### src/dsp_pkg.sv
// Shared widths, command field positions and enums for the DAC I/Q channel.
// Every block and the testbench import this package; command words built by
// the host must follow the field positions below.
package dsp_pkg;

    localparam int CMD_WIDTH       = 64;    // one sequencer command
    localparam int HOST_DATA_WIDTH = 32;    // host write data, also one I/Q envelope word
    localparam int HOST_ADDR_WIDTH = 13;    // bit 12 picks envelope vs command memory
    localparam int SAMPLE_WIDTH    = 16;    // one signed I or Q sample

    localparam int NUM_CMD_BANKS = CMD_WIDTH / HOST_DATA_WIDTH;  // 32-bit banks per command

    // opcode lives in the top nibble of every command
    localparam int OPC_WIDTH = 4;
    localparam int OPC_LSB   = CMD_WIDTH - OPC_WIDTH;

    // OP_PULSE fields
    localparam int ENV_FIELD_WIDTH = 10;    // start address and length
    localparam int ENV_ADDR_LSB    = 0;
    localparam int ENV_LEN_LSB     = 16;
    localparam int ROT_LSB         = 32;

    // OP_WAIT field
    localparam int WAIT_LSB   = 0;
    localparam int WAIT_WIDTH = 32;

    // OP_JUMP target sits in the low command address bits
    localparam int JUMP_LSB = 0;

    typedef enum logic [OPC_WIDTH-1:0] {
        OP_PULSE = 4'h1,
        OP_WAIT  = 4'h2,
        OP_JUMP  = 4'h3,
        OP_DONE  = 4'h4
    } opcode_t;

    // counter-clockwise quarter turns applied to each I/Q pair
    typedef enum logic [1:0] {
        ROT_0   = 2'd0,
        ROT_90  = 2'd1,
        ROT_180 = 2'd2,
        ROT_270 = 2'd3
    } rot_t;

endpackage

### src/pulse_cmd_if.sv
// Pulse command path from the sequencer to the pulse element.
// The sequencer strobes cstrobe for one cycle with the fields valid alongside;
// it may only do so while elem_busy is low.
`timescale 1ns/1ps

interface pulse_cmd_if #(
    parameter int ENV_ADDR_WIDTH = 10
);
    import dsp_pkg::*;

    logic                      cstrobe;    // one-cycle command pulse
    logic [ENV_ADDR_WIDTH-1:0] env_addr;   // first envelope word
    logic [ENV_ADDR_WIDTH-1:0] env_len;    // number of samples, 0 plays nothing
    rot_t                      rot;        // quarter-turn rotation
    logic                      elem_busy;  // element still playing

    modport seq (
        output cstrobe,
        output env_addr,
        output env_len,
        output rot,
        input  elem_busy
    );

    modport elem (
        input  cstrobe,
        input  env_addr,
        input  env_len,
        input  rot,
        output elem_busy
    );

endinterface

### src/pulse_sequencer.sv
// Command sequencer FSM. A run pulse restarts it at address 0; it then fetches
// and decodes one command every two cycles, issuing pulses to the element,
// counting waits, following jumps and stopping on OP_DONE.
`timescale 1ns/1ps

module pulse_sequencer #(
    parameter int CMD_ADDR_WIDTH = 8
) (
    input  logic                          clk,
    input  logic                          rst_n,
    input  logic                          run,
    output logic [CMD_ADDR_WIDTH-1:0]     instr_ptr,
    input  logic [dsp_pkg::CMD_WIDTH-1:0] cmd_word,
    pulse_cmd_if.seq                      pcmd,
    output logic                          busy,
    output logic                          done
);
    import dsp_pkg::*;

    typedef enum logic [2:0] {
        S_IDLE,
        S_FETCH,     // address out, memory read in flight
        S_DECODE,    // cmd_word valid
        S_WAIT,
        S_STALL,     // pulse held until the element is free
        S_DONE
    } state_t;

    state_t                state;
    opcode_t               opcode;
    logic [WAIT_WIDTH-1:0] wait_cnt;
    logic                  issue;

    assign opcode = opcode_t'(cmd_word[OPC_LSB +: OPC_WIDTH]);

    // a pulse leaves from decode or stall, only once the element is idle
    assign issue = ((state == S_DECODE && opcode == OP_PULSE) || state == S_STALL)
                   && !pcmd.elem_busy;

    always_ff @(posedge clk) begin
        if (!rst_n) begin
            state        <= S_IDLE;
            instr_ptr    <= '0;
            wait_cnt     <= '0;
            busy         <= 1'b0;
            done         <= 1'b0;
            pcmd.cstrobe <= 1'b0;
        end else begin
            pcmd.cstrobe <= issue;
            case (state)
                S_IDLE, S_DONE: begin
                    if (run) begin
                        state     <= S_FETCH;
                        instr_ptr <= '0;
                        busy      <= 1'b1;
                        done      <= 1'b0;
                    end
                end
                S_FETCH: state <= S_DECODE;
                S_DECODE: begin
                    case (opcode)
                        OP_PULSE: begin
                            if (issue) begin
                                instr_ptr <= instr_ptr + 1'b1;
                                state     <= S_FETCH;
                            end else begin
                                state <= S_STALL;
                            end
                        end
                        OP_WAIT: begin
                            instr_ptr <= instr_ptr + 1'b1;
                            wait_cnt  <= cmd_word[WAIT_LSB +: WAIT_WIDTH];
                            if (cmd_word[WAIT_LSB +: WAIT_WIDTH] == '0) begin
                                state <= S_FETCH;
                            end else begin
                                state <= S_WAIT;
                            end
                        end
                        OP_JUMP: begin
                            instr_ptr <= cmd_word[JUMP_LSB +: CMD_ADDR_WIDTH];
                            state     <= S_FETCH;
                        end
                        default: begin   // OP_DONE and anything unknown
                            busy  <= 1'b0;
                            done  <= 1'b1;
                            state <= S_DONE;
                        end
                    endcase
                end
                S_WAIT: begin
                    // count only once the previous pulse has finished playing
                    if (!pcmd.elem_busy) begin
                        wait_cnt <= wait_cnt - 1'b1;
                        if (wait_cnt == 1) begin
                            state <= S_FETCH;
                        end
                    end
                end
                S_STALL: begin
                    if (issue) begin
                        instr_ptr <= instr_ptr + 1'b1;
                        state     <= S_FETCH;
                    end
                end
                default: state <= S_IDLE;
            endcase
        end
    end

    // pulse fields go out together with the strobe
    always_ff @(posedge clk) begin
        if (issue) begin
            pcmd.env_addr <= cmd_word[ENV_ADDR_LSB +: ENV_FIELD_WIDTH];
            pcmd.env_len  <= cmd_word[ENV_LEN_LSB +: ENV_FIELD_WIDTH];
            pcmd.rot      <= rot_t'(cmd_word[ROT_LSB +: $bits(rot_t)]);
        end
    end

    // the element must still be idle when the registered strobe arrives
    a_no_strobe_when_busy: assert property (
        @(posedge clk) disable iff (!rst_n)
        pcmd.cstrobe |-> !pcmd.elem_busy
    ) else $error("pulse_sequencer: cstrobe issued while element busy");

endmodule

### src/flat_wrapper.sv
// flat-port wrapper written by rule: the top's interface ports become plain ports
module pulse_sequencer_flat import dsp_pkg::*;
#(
    parameter int CMD_ADDR_WIDTH = 8
)
  (clk, rst_n, run, instr_ptr, cmd_word, busy, done, pcmd_cstrobe, pcmd_env_addr, pcmd_env_len, pcmd_rot, pcmd_elem_busy);
  pulse_cmd_if pcmd_i ();
  input  logic clk;
  input  logic rst_n;
  input  logic run;
  output logic [CMD_ADDR_WIDTH-1:0] instr_ptr;
  input  logic [dsp_pkg::CMD_WIDTH-1:0] cmd_word;
  output logic busy;
  output logic done;
  output wire logic [$bits(pcmd_i.cstrobe)-1:0] pcmd_cstrobe;
  output wire logic [$bits(pcmd_i.env_addr)-1:0] pcmd_env_addr;
  output wire logic [$bits(pcmd_i.env_len)-1:0] pcmd_env_len;
  output wire logic [$bits(pcmd_i.rot)-1:0] pcmd_rot;
  input wire logic [$bits(pcmd_i.elem_busy)-1:0] pcmd_elem_busy;
  assign pcmd_cstrobe = pcmd_i.cstrobe;
  assign pcmd_env_addr = pcmd_i.env_addr;
  assign pcmd_env_len = pcmd_i.env_len;
  assign pcmd_rot = pcmd_i.rot;
  assign pcmd_i.elem_busy = pcmd_elem_busy;
  pulse_sequencer #(.CMD_ADDR_WIDTH(CMD_ADDR_WIDTH)) u_core (.clk(clk), .rst_n(rst_n), .run(run), .instr_ptr(instr_ptr), .cmd_word(cmd_word), .pcmd(pcmd_i), .busy(busy), .done(done));
endmodule
### config.mk
export PLATFORM = sky130hd
export DESIGN_NAME = pulse_sequencer_flat
export DESIGN_NICKNAME = d
export VERILOG_FILES = /design/src/dsp_pkg.sv /design/src/pulse_cmd_if.sv /design/src/pulse_sequencer.sv /design/src/flat_wrapper.sv
export SDC_FILE = /design/constraint.sdc
export NUM_CORES = 1
export LEC_CHECK = 0
export ABC_AREA = 1
export BUFFER_PORTS_ARGS = -buffer_cell sky130_fd_sc_hd__buf_2
export CORE_UTILIZATION = 54
export CTS_BUF_LIST = sky130_fd_sc_hd__clkbuf_8 sky130_fd_sc_hd__clkbuf_16
export CTS_CLUSTER_SIZE = 8
export DETAILED_ROUTE_END_ITERATION = 7
export PLACE_DENSITY_LB_ADDON = 0.2
export SYNTH_ARGS = -nofsm -noshare
export SYNTH_HDL_FRONTEND = slang
export SYNTH_SLANG_ARGS = --single-unit
### constraint.sdc
create_clock -name clk -period 2.8 [get_ports clk]
set_clock_uncertainty 0.2 [all_clocks]
set_input_delay 0.84 -clock clk [delete_from_list [all_inputs] [get_ports clk]]
set_output_delay 0.84 -clock clk [all_outputs]
set_load 0.005 [all_outputs]
==> flow_summary.toml, run 1 <==
[clocking]
cts_tree = "done"
ctsResizeCount = 0
clock-sinks = 68
cts-htree-levels = 3
clk_path_buf_depth = 2
clock_latency_ns = 0.35
path_clk_slew_ns = 0.08
cts_hold_buf = 0
numCtsBuffers = 9
cts_root_buf = "clkbuf_8"
post_cts.repair.setup_buffers = 0

[timing]
relSlewSlack = 0.642
fin_tns_setup_ns = 0
tightest_slew_ns = 0.537
worst_slack_ns = 0.601
period_needed_ns = 2.20
min_period_over_period = 0.785
rsz0062_at_grt = "false"
max_freq_ghz = 0.455
timing_max_transition_violations_final = 0
hold_slack_ns = 0.273
hold_viol_final = 0
setup-violations-final = 0

[layout]
utilization = 0.660
stdcell_area_mm2 = 0.00487
nets = 767
nFillCells = 685
drive_gt1_frac = 0.181
final_cells = 800
antenna_cells = 0
final_cell_mix = "176 x nand2_1, 88 x nor2_1, 74 x buf_2"
syn_to_final_growth_pct = 16.6
final_common_cell = "nand2_1"

[worst_hold_path]
hold_path_startpoint = "u_core.busy$_SDFFE_PN0P_"
hold_class = "flop to flop"

[synth]
synthFlopType = "dfxtp_1"
avgSynthCellArea_um2 = 6.74
async_reset_ff_frac = 0
netlist_area_mm2 = 0.00417
synth_area_leaders = "dfxtp_1 22%, edfxtp_1 16%, nand2_1 16%"
ys_types = 36
postSynthCellCount = 619
synth_edf_count = 22
syn_nets = 690
synth_seq_area_share = 0.379
synth_seq_cells = 68
synth_top_cell_area_share = 0.221
yosysTopAreaCell = "dfxtp_1"
yosysWarnings = 0

[placement]
place_inst = 784
place_area_mm2 = 0.00464
dp_hpwl_um = 7980
gp_congestion = 0.907
numPortBuffers = 74
dp_slack_ns = 0.247

[route]
wl_per_cell_um = 13.8
vias = 4385
routed_via_density = 5.48
drt-initial-drc-count = 482
drt_first_pass_iters = 7
drc = 0
wirelength_um = 11000
antenna_left = 0

[floorplanning]
die_area_mm2 = 0.00808
io_pins = 101
initial_utilization = 0.566
die_x_um = 89.9
rows = 31
die_h_um = 89.9
core_area_mm2 = 0.00737

[grt]
antenna_found_initial = 0
grt.total_usage = 0.280
grt_pass1_wl_um = 18400
grt_pass1_vias = 3932
overflow = 0
grt_max_degree = 33

[pwr]
total_power_mw = 3.59
power.density_mw_per_mm2 = 738
ir_drop_uv = 373
leakage_nw = 2.22

[setup_path]
crit_fanout = 32
path_buf_inv = 3
crit_slowest_cell = "a21oi_4"
critPathLaunch = "cmd_word[60]"
cpPeakStageDelay_ns = 0.42
path_cells = "buf_2, nor2_2, inv_2, nor2_4, a21oi_4, inv_4, o21ai_0, a21oi_1"
cp.arrival_ns = 2.23
crit_type = "input pin to flop"
cpLargestDelayFamily = "compound AO/OA/AOI/OAI gates"
crit_required_ns = 2.83
regToRegStartpoint = "u_core.state[2]$_SDFFE_PN0P_"
startpoint_type = "input pin"
cp-end-kind = "flop"

[outcome]
status = "completed"

[job]
cap_violations = 0
[kinds of logic (layout without fill, tap and decap cells)]
family                     after synthesis  after routing  share of synthesized area
and+or+nand+nor                        328            328                      0.328
AOI/OAI and AO/OA                      128            128                      0.169
buffers and inverters                   74            156                     0.0774
DFF                                     68             68                      0.379
xor gates and xnor gates                18             18                     0.0378
adders and majority gates                3              3                    0.00900
[path summary, 6_finish.rpt]
| kind | to | slack, ns | cells past startpoint |
|---|---|---|---|
| max | u_core.wait_cnt[5]$_SDFFE_PN0P_ | 0.60 | 8 |
| min | u_core.busy$_SDFFE_PN0P_ | 0.27 | 2 |
| max reg2reg | u_core.state[2]$_SDFFE_PN0P_ | 0.67 | 10 |
| min reg2reg | u_core.busy$_SDFFE_PN0P_ | 0.27 | 2 |
[Yosys cell counts, types with 2 or more instances]
| cell type | n |
|---|---|
| nand2_1 | 176 |
| o21ai_1 | 6 |
| o21ai_0 | 38 |
| nand3_1 | 33 |
| a21oi_1 | 67 |
| xor2_1 | 10 |
| inv_2 | 5 |
| nor2_1 | 88 |
| nand3b_1 | 4 |
| a31oi_1 | 2 |
| o211ai_2 | 2 |
| nand2_2 | 4 |
| o211ai_1 | 4 |
| inv_1 | 50 |
| clkbuf_1 | 8 |
| buf_2 | 4 |
| ha_1 | 3 |
| edfxtp_1 | 22 |
| nor2_4 | 3 |
| nor2_2 | 5 |
| xnor2_1 | 8 |
| buf_6 | 5 |
| dfxtp_1 | 46 |
| a21oi_2 | 3 |
| nor3_1 | 5 |
| nand4_1 | 7 |
| or2_2 | 2 |
[sequential cells by signal (all words and copies together) (netlist names)]
name                  flops
u_core.busy               1
u_core.done               1
u_core.pcmd.env_addr     10
u_core.pcmd.env_len      10
u_core.pcmd.cstrobe       1
u_core.wait_cnt          32
u_core.pcmd.rot           2
u_core.state              3
u_core.instr_ptr          8
[worst register-to-register path, cell delays in order (launching register included)]
cell and delay [ns]:
dfxtp_1 0.38, inv_1 0.07, nand2_1 0.13, nor2_4 0.06
buf_4 0.21, inv_2 0.43, nand2_1 0.14, nand2_1 0.09
nand3_1 0.12, a21oi_1 0.14, nor2_1 0.05
[layer usage]
metal | track usage | routed length (µm) | vias to the layer above
met3 | 0.0372 | 680 | 23
met1 | 0.404 | 5330 | 1999
met5 | 0 | 0 | -
met2 | 0.429 | 4770 | 181
met4 | 0.0995 | 223 | 0
li1 | - | - | 2182
[power by group]
group | switching, mW | internal [mW] | leakage, nW
Combinational | 0.981 | 0.520 | 1.54
Clock | 0.419 | 0.506 | 0.110
Sequential | 0.0655 | 1.10 | 0.570
Total | 1.47 | 2.12 | 2.22
[cell type report]
type	instances	area (µm²)	area share
Inverter	56	213	0.0437
Clock inverter	7	98.8	0.0203
Multi-Input combinational cell	477	2270	0.466
Sequential cell	68	1580	0.325
Timing Repair Buffer	84	458	0.0941
Tap cell	99	124	0.0255
Clock buffer	9	124	0.0255
Power figures use the tool's default switching activity.
==> run 2: changes to the inputs <==
- CORE_UTILIZATION: 54 -> 49
- clock period: 2.8 -> 1.8 ns (I/O delays scaled with it)
==> run 2 against run 1 <==
Routed wire length rose by 9.9%. Worst setup slack got worse by 0.59 ns. Sequential share of layout area decreased by 3.9 points.
==> flow_summary.toml, run 2 (synthesis results as in run 1) <==
[timing]
hold_viol_final = 0
hold_slack_ns = 0.156
period_needed_ns = 1.79
fin_tns_setup_ns = 0
min_period_over_period = 0.993
tightest_slew_ns = 0.308
relSlewSlack = 0.793
max_freq_ghz = 0.559
setup-violations-final = 0
rsz0062_at_grt = "true"
timing_max_transition_violations_final = 0

[route]
wirelength_um = 12100
wl_per_cell_um = 14.0
antenna_left = 0
vias = 4624
drt_first_pass_iters = 7
routed_via_density = 5.36
drc = 0
drt-initial-drc-count = 300

[layout]
final_cell_mix = "172 x nand2_1, 74 x buf_2, 70 x nor2_1"
final_cells = 862
nets = 823
antenna_cells = 0
multi_input_area_mm2 = 0.00240
largest_reg_flops = 32
reg.largest.list = "u_core.wait_cnt x32, u_core.pcmd.env_addr x10, u_core.pcmd.env_len x10"
syn_to_final_growth_pct = 33.7
nFillCells = 713
final_common_cell = "nand2_1"
drive_gt1_frac = 0.297
layout.area.seq_mm2 = 0.00159
largest_register = "u_core.wait_cnt"

[floorplanning]
die_area_mm2 = 0.00889
die_x_um = 94.3
io_pins = 101
initial_utilization = 0.508
core_area_mm2 = 0.00822
die_h_um = 94.3
rows = 33

[clocking]
cts-htree-levels = 3
numCtsBuffers = 9
cts_root_buf = "clkbuf_8"
clk_path_buf_depth = 2
cts_tree = "done"
clock_latency_ns = 0.36
cts_hold_buf = 0
path_clk_slew_ns = 0.08
clock-sinks = 68

[pwr]
leakage_nw = 2.57
ir_drop_uv = 655
total_power_mw = 6.17
power.density_mw_per_mm2 = 1110

[setup_path]
cp-end-kind = "flop"
crit_fanout = 5
startpoint_type = "flop"
cp.arrival_ns = 1.88
reg2regPathDepth = 7
crit_type = "flop to flop"
crit_required_ns = 1.89

[grt]
antenna_found_initial = 0
grt_pass1_wl_um = 18200
grt_max_degree = 42
grt_pass1_vias = 4039
overflow = 0
grt.total_usage = 0.262

[job]
cap_violations = 0

[worst_hold_path]
hold_depth = 1
hold_class = "input pin to flop"

[placement]
dp_hpwl_um = 8310
numPortBuffers = 74
gp_congestion = 0.956
place_inst = 833

[outcome]
status = "completed"
-- run 2: changes by cell type in the layout (fill, tap and decap cells not counted), moves of 8 or more --
cell / before / now
buf_12: 1 / 9
nor2_1: 88 / 70
dfxtp_2: 0 / 10
nor2_2: 5 / 19
buf_4: 9 / 54
dfxtp_1: 46 / 36
-- run 2: layer usage --
| layer | global-route usage | part of all wire |
|---|---|---|
| met5 | 0 | 0 |
| met4 | 0.135 | 0.034 |
| met3 | 0.0429 | 0.069 |
| met2 | 0.426 | 0.47 |
| met1 | 0.330 | 0.43 |
-- run 2: repair_timing --
item,in CTS,in global routing
resized for setup,3,46
gates cloned,0,2
pin swaps,2,14
setup endpoints to repair,27,38
setup buffers,0,11
-- run 2: final cells by class --
| type | instances | area share |
|---|---|---|
| multi-input combinational | 477 | 0.430 |
| sequential | 68 | 0.286 |
| timing repair buffer | 140 | 0.182 |
| inverter | 56 | 0.0408 |
| tap | 105 | 0.0236 |
| clock buffer | 9 | 0.0222 |
| clock inverter | 7 | 0.0150 |
-- run 2: stage by stage --
stage | utilization | worst slack [ns] | instance area (µm²)
finish | 0.679 | 0.0118 | 5580
global route | 0.679 | -0.0790 | 5580
CTS | 0.646 | 0.0184 | 5310
detailed placement | 0.620 | -0.241 | 5090
global placement | 0.620 | -0.217 | 5090
floorplan | - | -0.204 | 4230
-- run 2: where the power goes --
part           switching, mW  internal [mW]
Clock                  0.610          0.763
Sequential             0.101           1.71
Combinational           1.74           1.25
Total                   2.45           3.73
-- run 2: worst paths after layout --
path,endpoint,from,slack (ns)
setup / recovery,u_core.wait_cnt[28]$_SDFFE_PN0P_,u_core.wait_cnt[14]$_SDFFE_PN0P_,0.01
setup reg to reg,u_core.wait_cnt[28]$_SDFFE_PN0P_,u_core.wait_cnt[14]$_SDFFE_PN0P_,0.01
hold / removal,u_core.pcmd.rot[1]$_DFFE_PN_,cmd_word[33],0.16
hold reg to reg,u_core.done$_SDFFE_PN0P_,u_core.done$_SDFFE_PN0P_,0.26
-- run 2: critical path, cell delays in order (launching register included) --
cell and delay, ns:
dfxtp_2 0.35, nor2_1 0.18, nand2_1 0.13, nor2_1 0.18, nand4_1 0.25, o21ai_1 0.21, nand3_1 0.10, a21oi_2 0.12
