[src/dsp_pkg.sv]
// Shared widths, command field positions and enums for the DAC I/Q channel.
// Every block and the testbench import this package; command words built by
// the host must follow the field positions below.
package dsp_pkg;

    localparam int CMD_WIDTH       = 64;    // one sequencer command
    localparam int HOST_DATA_WIDTH = 32;    // host write data, also one I/Q envelope word
    localparam int HOST_ADDR_WIDTH = 13;    // bit 12 picks envelope vs command memory
    localparam int SAMPLE_WIDTH    = 16;    // one signed I or Q sample

    localparam int NUM_CMD_BANKS = CMD_WIDTH / HOST_DATA_WIDTH;  // 32-bit banks per command

    // opcode lives in the top nibble of every command
    localparam int OPC_WIDTH = 4;
    localparam int OPC_LSB   = CMD_WIDTH - OPC_WIDTH;

    // OP_PULSE fields
    localparam int ENV_FIELD_WIDTH = 10;    // start address and length
    localparam int ENV_ADDR_LSB    = 0;
    localparam int ENV_LEN_LSB     = 16;
    localparam int ROT_LSB         = 32;

    // OP_WAIT field
    localparam int WAIT_LSB   = 0;
    localparam int WAIT_WIDTH = 32;

    // OP_JUMP target sits in the low command address bits
    localparam int JUMP_LSB = 0;

    typedef enum logic [OPC_WIDTH-1:0] {
        OP_PULSE = 4'h1,
        OP_WAIT  = 4'h2,
        OP_JUMP  = 4'h3,
        OP_DONE  = 4'h4
    } opcode_t;

    // counter-clockwise quarter turns applied to each I/Q pair
    typedef enum logic [1:0] {
        ROT_0   = 2'd0,
        ROT_90  = 2'd1,
        ROT_180 = 2'd2,
        ROT_270 = 2'd3
    } rot_t;

endpackage

[src/pulse_cmd_if.sv]
// Pulse command path from the sequencer to the pulse element.
// The sequencer strobes cstrobe for one cycle with the fields valid alongside;
// it may only do so while elem_busy is low.
`timescale 1ns/1ps

interface pulse_cmd_if #(
    parameter int ENV_ADDR_WIDTH = 10
);
    import dsp_pkg::*;

    logic                      cstrobe;    // one-cycle command pulse
    logic [ENV_ADDR_WIDTH-1:0] env_addr;   // first envelope word
    logic [ENV_ADDR_WIDTH-1:0] env_len;    // number of samples, 0 plays nothing
    rot_t                      rot;        // quarter-turn rotation
    logic                      elem_busy;  // element still playing

    modport seq (
        output cstrobe,
        output env_addr,
        output env_len,
        output rot,
        input  elem_busy
    );

    modport elem (
        input  cstrobe,
        input  env_addr,
        input  env_len,
        input  rot,
        output elem_busy
    );

endinterface

[src/pulse_element.sv]
// Pulse element. On a strobe it plays env_len envelope words from env_addr,
// one per clock, rotates each I/Q pair by the commanded quarter turn and drives
// the DAC samples with dac_valid, two cycles after the strobe.
`timescale 1ns/1ps

module pulse_element #(
    parameter int ENV_ADDR_WIDTH = 10
) (
    input  logic                                    clk,
    input  logic                                    rst_n,
    pulse_cmd_if.elem                               pcmd,
    output logic [ENV_ADDR_WIDTH-1:0]               env_raddr,
    input  logic [dsp_pkg::HOST_DATA_WIDTH-1:0]     env_rdata,
    output logic signed [dsp_pkg::SAMPLE_WIDTH-1:0] dac_i,
    output logic signed [dsp_pkg::SAMPLE_WIDTH-1:0] dac_q,
    output logic                                    dac_valid
);
    import dsp_pkg::*;

    localparam logic signed [SAMPLE_WIDTH-1:0] SAMP_MIN = {1'b1, {(SAMPLE_WIDTH-1){1'b0}}};
    localparam logic signed [SAMPLE_WIDTH-1:0] SAMP_MAX = {1'b0, {(SAMPLE_WIDTH-1){1'b1}}};

    logic                            fetching;     // addresses still going out
    logic [ENV_ADDR_WIDTH-1:0]       rd_addr;
    logic [ENV_ADDR_WIDTH-1:0]       remaining;
    logic                            samp_valid;   // fetching delayed by the RAM latency
    rot_t                            rot_sel;
    logic signed [SAMPLE_WIDTH-1:0]  in_i;
    logic signed [SAMPLE_WIDTH-1:0]  in_q;
    logic signed [SAMPLE_WIDTH-1:0]  out_i;
    logic signed [SAMPLE_WIDTH-1:0]  out_q;

    // negate, clamping the most negative value to the positive limit
    function automatic logic signed [SAMPLE_WIDTH-1:0] sat_neg(
        input logic signed [SAMPLE_WIDTH-1:0] x
    );
        if (x == SAMP_MIN) begin
            return SAMP_MAX;
        end
        return -x;
    endfunction

    always_ff @(posedge clk) begin
        if (!rst_n) begin
            fetching   <= 1'b0;
            rd_addr    <= '0;
            remaining  <= '0;
            samp_valid <= 1'b0;
        end else begin
            samp_valid <= fetching;
            if (pcmd.cstrobe) begin
                rd_addr   <= pcmd.env_addr;
                remaining <= pcmd.env_len;
                fetching  <= (pcmd.env_len != '0);  // zero length stays idle
            end else if (fetching) begin
                rd_addr   <= rd_addr + 1'b1;
                remaining <= remaining - 1'b1;
                if (remaining == 1) begin
                    fetching <= 1'b0;
                end
            end
        end
    end

    always_ff @(posedge clk) begin
        if (pcmd.cstrobe) begin
            rot_sel <= pcmd.rot;
        end
    end

    assign env_raddr      = rd_addr;
    assign pcmd.elem_busy = fetching | samp_valid;   // held until the last sample is out

    assign in_i = env_rdata[SAMPLE_WIDTH-1:0];
    assign in_q = env_rdata[2*SAMPLE_WIDTH-1:SAMPLE_WIDTH];

    always_comb begin
        case (rot_sel)
            ROT_0: begin
                out_i = in_i;
                out_q = in_q;
            end
            ROT_90: begin
                out_i = sat_neg(in_q);
                out_q = in_i;
            end
            ROT_180: begin
                out_i = sat_neg(in_i);
                out_q = sat_neg(in_q);
            end
            default: begin   // ROT_270
                out_i = in_q;
                out_q = sat_neg(in_i);
            end
        endcase
    end

    assign dac_valid = samp_valid;
    assign dac_i     = samp_valid ? out_i : '0;
    assign dac_q     = samp_valid ? out_q : '0;

    a_strobe_when_idle: assert property (
        @(posedge clk) disable iff (!rst_n) pcmd.cstrobe |-> !fetching && !samp_valid
    ) else $error("pulse_element: strobe arrived during playback");

endmodule

[src/flat_wrapper.sv]
// flat-port wrapper written by rule: the top's interface ports become plain ports
module pulse_element_flat import dsp_pkg::*;
#(
    parameter int ENV_ADDR_WIDTH = 10
)
  (clk, rst_n, env_raddr, env_rdata, dac_i, dac_q, dac_valid, pcmd_cstrobe, pcmd_env_addr, pcmd_env_len, pcmd_rot, pcmd_elem_busy);
  pulse_cmd_if #(.ENV_ADDR_WIDTH(ENV_ADDR_WIDTH)) pcmd_i ();
  input  logic clk;
  input  logic rst_n;
  output logic [ENV_ADDR_WIDTH-1:0] env_raddr;
  input  logic [dsp_pkg::HOST_DATA_WIDTH-1:0] env_rdata;
  output logic signed [dsp_pkg::SAMPLE_WIDTH-1:0] dac_i;
  output logic signed [dsp_pkg::SAMPLE_WIDTH-1:0] dac_q;
  output logic dac_valid;
  input wire logic [$bits(pcmd_i.cstrobe)-1:0] pcmd_cstrobe;
  input wire logic [$bits(pcmd_i.env_addr)-1:0] pcmd_env_addr;
  input wire logic [$bits(pcmd_i.env_len)-1:0] pcmd_env_len;
  input wire logic [$bits(pcmd_i.rot)-1:0] pcmd_rot;
  output wire logic [$bits(pcmd_i.elem_busy)-1:0] pcmd_elem_busy;
  assign pcmd_i.cstrobe = pcmd_cstrobe;
  assign pcmd_i.env_addr = pcmd_env_addr;
  assign pcmd_i.env_len = pcmd_env_len;
  assign pcmd_i.rot = pcmd_rot;
  assign pcmd_elem_busy = pcmd_i.elem_busy;
  pulse_element #(.ENV_ADDR_WIDTH(ENV_ADDR_WIDTH)) u_core (.clk(clk), .rst_n(rst_n), .pcmd(pcmd_i), .env_raddr(env_raddr), .env_rdata(env_rdata), .dac_i(dac_i), .dac_q(dac_q), .dac_valid(dac_valid));
endmodule
[config.mk]
export PLATFORM = sky130hd
export DESIGN_NAME = pulse_element_flat
export DESIGN_NICKNAME = d
export VERILOG_FILES = /design/src/dsp_pkg.sv /design/src/pulse_cmd_if.sv /design/src/pulse_element.sv /design/src/flat_wrapper.sv
export SDC_FILE = /design/constraint.sdc
export NUM_CORES = 1
export LEC_CHECK = 0
export BUFFER_PORTS_ARGS = -buffer_cell sky130_fd_sc_hd__buf_2
export CORE_MARGIN = 5
export CORE_UTILIZATION = 35
export DETAILED_ROUTE_END_ITERATION = 6
export PLACE_DENSITY = 0.63
export SLEW_MARGIN = 10
export SYNTH_ARGS = -nofsm -noshare
export SYNTH_HDL_FRONTEND = slang
export SYNTH_SLANG_ARGS = --single-unit
[constraint.sdc]
create_clock -name clk -period 5.36 [get_ports clk]
set_clock_uncertainty 0.1 [all_clocks]
set_input_delay 1.072 -clock clk [delete_from_list [all_inputs] [get_ports clk]]
set_output_delay 1.072 -clock clk [all_outputs]
set_load 0.02 [all_outputs]
==> impl_metrics.yaml, run 1 <==
sta:
  setup_viol_count_final: 0
  tightest_slew_ns: 1.114
  drv_slew: 0
  setup_tns_ns: 0
  grt_setup_unrepaired: "false"
  slew_headroom_pct: 25.72
  min_period_over_period_pct: 89.95
  min_period_ns: 4.821
  clock.fmax_ghz: 0.2074
  hold_viol: 0
setup_path:
  startpoint: "env_rdata[17]"
  cp-start-kind: "input pin"
  end_kind: "primary output"
  crit_arrival_ns: 3.65
  worstPathMaxFanout: 11
  path_class: "input pin to primary output"
  reg2reg_from: "u_core.fetching$_SDFF_PN0_"
  required_ns: 4.19
drt:
  vias: 4051
  highest_layer: "met4"
  drtPass1Iterations: 5
  drt_wl_total_um: 11980
  remaining_drc_errors: 0
  wl_met1_um: 5199
  wl_per_cell_um: 17.64
  wl_met3_um: 1018
  met2_length_um: 5562
  initialDrtViolationCount: 325
  via_per_inst: 5.966
  ant_nets: 0
cells_and_area:
  drive_gt1_share_pct: 23.82
  syn2layout_area_growth_pct: 16.46
  diodes: 0
  finalCoreUtilization_pct: 41.95
  stdcell_count: 679
  n_fill_cell: 1035
  nNetsFinal: 613
yosys:
  avgSynthCellArea_um2: 6.896
  synth_edf_count: 2
  synth_seq_area_share_pct: 14.96
  synth_ff_type: "dfxtp_1"
  synth_cell_types: 72
  postSynth.asyncResetShare_pct: 0
  synthCells: 485
  ys_ff_latch: 24
  synth_nets: 547
  yosysWarnings: 0
  netlist_area_um2: 3344
clock_tree:
  cts_resized: 0
  numCtsBuffers: 3
  root_buffer: "clkbuf_8"
  cts_sinks: 24
  cts_hold_repair.buffers: 0
  clk_pin_slew_ns: 0.08
  clock_latency_ns: 0.26
  cts_tree: "built"
  clockBufferDepth: 2
  htree_levels: 1
  post-cts-setup-buffers: 0
floorplan:
  core_area_um2: 9284
  ios: 101
  initial_utilization_pct: 36.02
  dieArea_um2: 11610
  die_y_um: 107.8
  die_width_um: 107.8
  rows: 35
power_and_ir_drop:
  total_power_uw: 588.0
  irDropWorstVdd_mv: 0.1161
  powerDensity_nw_per_um2: 151.0
  p_leak_uw: 0.001588
placed_design:
  routabilityCongestion: 0.9499
  dp.final_hpwl_um: 9257
  dp.cells: 675
  io_buffer_count: 100
status:
  status: "finished clean"
global_routing:
  antenna_found_initial: 0
  grt_remaining_overflow: 0
  grt_first_pass_wirelength_um: 18770
  first_global_vias: 3817
  grt_max_degree: 41
  grt.total_usage_pct: 19.61
worst_hold_path:
  holdCritStartpoint: "u_core.env_raddr[9]$_SDFFE_PN0P_"
  worstHoldPathType: "register to register"
flow_run:
  maxCapViolations: 0
cells by family after synthesis:
group                    count (synthesis)  synth area share, %
flip-flops                              24                14.96
adder cells (fa/ha/maj)                  5                1.871
multiplexers                             9                2.806
AO/OA/AOI/OAI                          151                30.94
XOR/XNOR                                27                7.071
buffers and inverters                   56                7.033
AND/OR/NAND/NOR                        213                35.32
cell usage after synthesis, drive strengths merged (4+ instances only):
master / count / share of area [%]
nor4: 12 / 3.8
a31oi: 6 / 1.1
and2: 17 / 3.2
buf: 15 / 2.4
nor2: 41 / 4.7
mux2i: 6 / 1.8
nor2b: 5 / 0.94
xnor2: 11 / 2.9
a311o: 4 / 1.2
nand3: 17 / 2.5
clkbuf: 28 / 3.1
inv: 13 / 1.5
nor3b: 5 / 1.3
dfxtp: 22 / 13
xor2: 16 / 4.2
o221ai: 6 / 1.6
a31o: 4 / 1.0
nand4: 8 / 1.5
o21ai: 39 / 5.8
or4: 9 / 2.2
ha: 5 / 1.9
nand2: 50 / 5.7
a21oi: 34 / 5.1
o22ai: 6 / 1.1
o31ai: 11 / 2.6
or3: 4 / 0.75
o211a: 6 / 1.8
nor4b: 4 / 1.0
a211oi: 8 / 1.9
nor3: 20 / 3.3
nand2b: 11 / 2.1
power breakdown:
part / switching [uW] / internal, uW
sequential: 23.4 / 194
combinational: 164 / 97.9
clock: 55.4 / 53.0
total: 243 / 345
stage by stage:
| step | worst slack (ns) | area, um^2 | hold slack [ns] |
|---|---|---|---|
| 6_report | 0.5386 | 3895 | 0.4767 |
| 5_1_grt | 0.3511 | 3895 | 0.5295 |
| 4_1_cts | 0.6805 | 3895 | 0.4830 |
| 3_5_place_dp | 0.6914 | 3850 | 0.4639 |
| 3_3_place_gp | 0.8278 | 3850 | 0.4677 |
| 2_1_floorplan | 1.180 | 3344 | 0.4488 |
critical path, cell delays in order:
cell,delay [ns]
buf_2,0.12
inv_1,0.07
ha_1,0.20
nor3b_1,0.64
nand4_1,0.60
a41oi_1,0.41
o31ai_1,0.10
a31oi_1,0.22
buf_2,0.21
routing by layer:
layer	vias up	GRT usage, %
li1	1935	-
met1	1893	26.87
met4	0	4.599
met3	19	2.519
met5	-	0
met2	204	32.55
sequential cells by signal (all words and copies together), names as in the netlist:
register / cells
u_core.dac_valid: 1
u_core.env_raddr: 10
u_core.fetching: 1
u_core.remaining: 10
u_core.rot_sel: 2
final timing paths:
check,end,slack [ns],cells past startpoint
setup / recovery,dac_i[4],0.54,9
hold / removal,u_core.env_raddr[9]$_SDFFE_PN0P_,0.48,2
setup reg to reg,u_core.remaining[7]$_SDFFE_PN0P_,3.16,5
hold reg to reg,u_core.env_raddr[9]$_SDFFE_PN0P_,0.48,2
layout make-up:
class,instances,area (um^2),share of cell area [%]
Tap cell,129,161.4,4.144
Timing Repair Buffer,104,530.5,13.62
Multi-Input combinational cell,405,2609,66.98
Sequential cell,24,500.5,12.85
Inverter,13,48.80,1.253
Clock buffer,4,45.04,1.156
cells in the final DEF (no fill, tap or decap), types with 7 or more instances in the layout:
cell and count:
nand2b_1 11, o31ai_1 10, nand2_1 49, nor3_1 18
dfxtp_1 22, a211oi_1 7, nand4_1 8, and2_1 17
nand3_1 17, inv_1 13, a21oi_1 34, o21ai_0 37
xnor2_1 11, xor2_1 16, nor4_1 8, nor2_1 40
buf_2 100, or4_1 7
Note: power is estimated with default switching activity, not from simulation.
==> inputs of run 2 (changes only) <==
--- a/config.mk
+++ b/config.mk
@@ -6,6 +6,7 @@
 export NUM_CORES = 1
 export LEC_CHECK = 0
 export BUFFER_PORTS_ARGS = -buffer_cell sky130_fd_sc_hd__buf_2
+export CORE_ASPECT_RATIO = 1.5
 export CORE_MARGIN = 5
 export CORE_UTILIZATION = 35
 export DETAILED_ROUTE_END_ITERATION = 6
==> impl_metrics.yaml, run 2 (same netlist as run 1, synthesis figures left out) <==
setup_path:
  end_kind: "primary output"
  path_class: "input pin to primary output"
  max_stage_delay_ns: 0.56
  critical-path-top-delay-family: "simple AND/OR/NAND/NOR gates"
  cp-start-kind: "input pin"
  path_cells: "buf_2, inv_1, ha_1, nor3b_1, nand4_1, a21oi_1, o22ai_1, a211oi_1, buf_2"
  crit_slowest_cell: "nor3b_1"
  crit_arrival_ns: 3.50
  crit_path_frequent_cell: "buf_2"
  required_ns: 4.19
  worstPathMaxFanout: 11
  path_buf_inv: 3
sta:
  hold_viol: 0
  clock.fmax_ghz: 0.2138
  grt_setup_unrepaired: "false"
  drv_slew: 0
  slew_headroom_pct: 38.93
  setup_tns_ns: 0
  fin_ws_ns: 0.6836
  setup_viol_count_final: 0
  tightest_slew_ns: 0.9161
  min_period_ns: 4.676
  min_period_over_period_pct: 87.25
floorplan:
  die_y_um: 129.7
  core_area_um2: 9308
  ios: 101
  die_width_um: 89.82
  dieArea_um2: 11650
  initial_utilization_pct: 35.93
  rows: 43
placed_design:
  dp.final_hpwl_um: 9601
  routabilityCongestion: 1.050
  io_buffer_count: 100
  dp_slack_ns: 0.7403
power_and_ir_drop:
  switching_share_pct: 38.45
  irDropWorstVdd_mv: 0.2996
  clkPwrFrac_pct: 27.2
  p_leak_uw: 0.001620
  comb_power_share_pct: 40.5
  seqPwrFrac_pct: 32.3
  total_power_uw: 660.7
  powerDensity_nw_per_um2: 168.0
  internal_power_uw: 406.7
  power_switching_uw: 254.0
clock_tree:
  clk_pin_slew_ns: 0.06
  cts_resized: 0
  clockBufferDepth: 2
  cts_sinks: 24
  post-cts-setup-buffers: 0
  clock_latency_ns: 0.26
  root_buffer: "clkbuf_16"
  numCtsBuffers: 3
  cts_tree: "built"
  cts_hold_repair.buffers: 0
  htree_levels: 1
drt:
  initialDrtViolationCount: 350
  ant_nets: 0
  vias: 4013
  wl_per_cell_um: 18.66
  via_per_inst: 6.044
  remaining_drc_errors: 0
  drt_wl_total_um: 12390
  drtPass1Iterations: 5
cells_and_area:
  diodes: 0
  syn2layout_area_growth_pct: 17.58
  layout_common_cells: "100 x buf_2, 49 x nand2_1, 40 x nor2_1, 37 x o21ai_0, 34 x a21oi_1"
  drive_gt1_share_pct: 24.28
  layout_commonest_cell: "buf_2"
  n_fill_cell: 1028
  nNetsFinal: 615
global_routing:
  first_global_vias: 3952
  grt_remaining_overflow: 0
  grt_max_degree: 41
  grt.total_usage_pct: 20.54
  antenna_found_initial: 0
  grt_first_pass_wirelength_um: 20110
worst_hold_path:
  worstHoldPathType: "register to register"
flow_run:
  maxCapViolations: 0
status:
  status: "finished clean"
## run 2: cell count changes in the layout (fill, tap and decap cells not counted), sizes merged
cell	before	now
buf	104	106
## run 2: final timing paths
check | from | endpoint | slack, ns | cells past startpoint
setup / recovery | env_rdata[17] | dac_q[3] | 0.68 | 9
hold / removal | u_core.env_raddr[9]$_SDFFE_PN0P_ | u_core.env_raddr[9]$_SDFFE_PN0P_ | 0.46 | 2
setup reg to reg | u_core.fetching$_SDFF_PN0_ | u_core.remaining[7]$_SDFFE_PN0P_ | 3.22 | 5
hold reg to reg | u_core.env_raddr[9]$_SDFFE_PN0P_ | u_core.env_raddr[9]$_SDFFE_PN0P_ | 0.46 | 2
## run 2: worst reg2reg max path: stages (launching register included)
cell	delay (ns)
dfxtp_1	0.70
nor4b_1	0.46
nand2b_1	0.18
nor4_1	0.26
xor2_1	0.11
o211a_1	0.21
## run 2: cell type report
| class | instances | area, um^2 | share of cell area [%] |
|---|---|---|---|
| inverter | 13 | 48.80 | 1.241 |
| tap | 112 | 140.1 | 3.563 |
| sequential | 24 | 500.5 | 12.73 |
| multi-input combinational | 405 | 2609 | 66.34 |
| timing repair buffer | 106 | 545.5 | 13.87 |
| clock buffer | 4 | 88.84 | 2.259 |
## run 2: stage by stage
step | utilization (%) | std cells | instance area (um^2) | hold WS (ns)
after global placement | 41.30 | 660 | 3844 | 0.4494
after detailed placement | 41.30 | 660 | 3844 | 0.4543
after CTS | 42.25 | 664 | 3933 | 0.4698
final | 42.25 | 664 | 3933 | 0.4623
after floorplan | - | 485 | 3344 | 0.4488
after global routing | 42.25 | 664 | 3933 | 0.4949
## run 2: power by group through the flow
| stage | registers (uW) | clock network, uW | logic (uW) |
|---|---|---|---|
| 2_1_floorplan | 215 | 0 | 177 |
| 3_3_place_gp | 217 | 0 | 261 |
| 3_5_place_dp | 217 | 0 | 263 |
| 4_1_cts | 213 | 181 | 265 |
| 5_1_grt | 216 | 189 | 294 |
| 6_report | 213 | 179 | 268 |
## run 2: metal layers
metal | global-route usage (%) | vias to the layer above | wire length [um]
li1 | - | 1943 | -
met1 | 24.11 | 1831 | 4822
met2 | 36.72 | 206 | 6212
met3 | 2.710 | 33 | 850
met4 | 9.964 | 0 | 506
met5 | 0 | - | 0
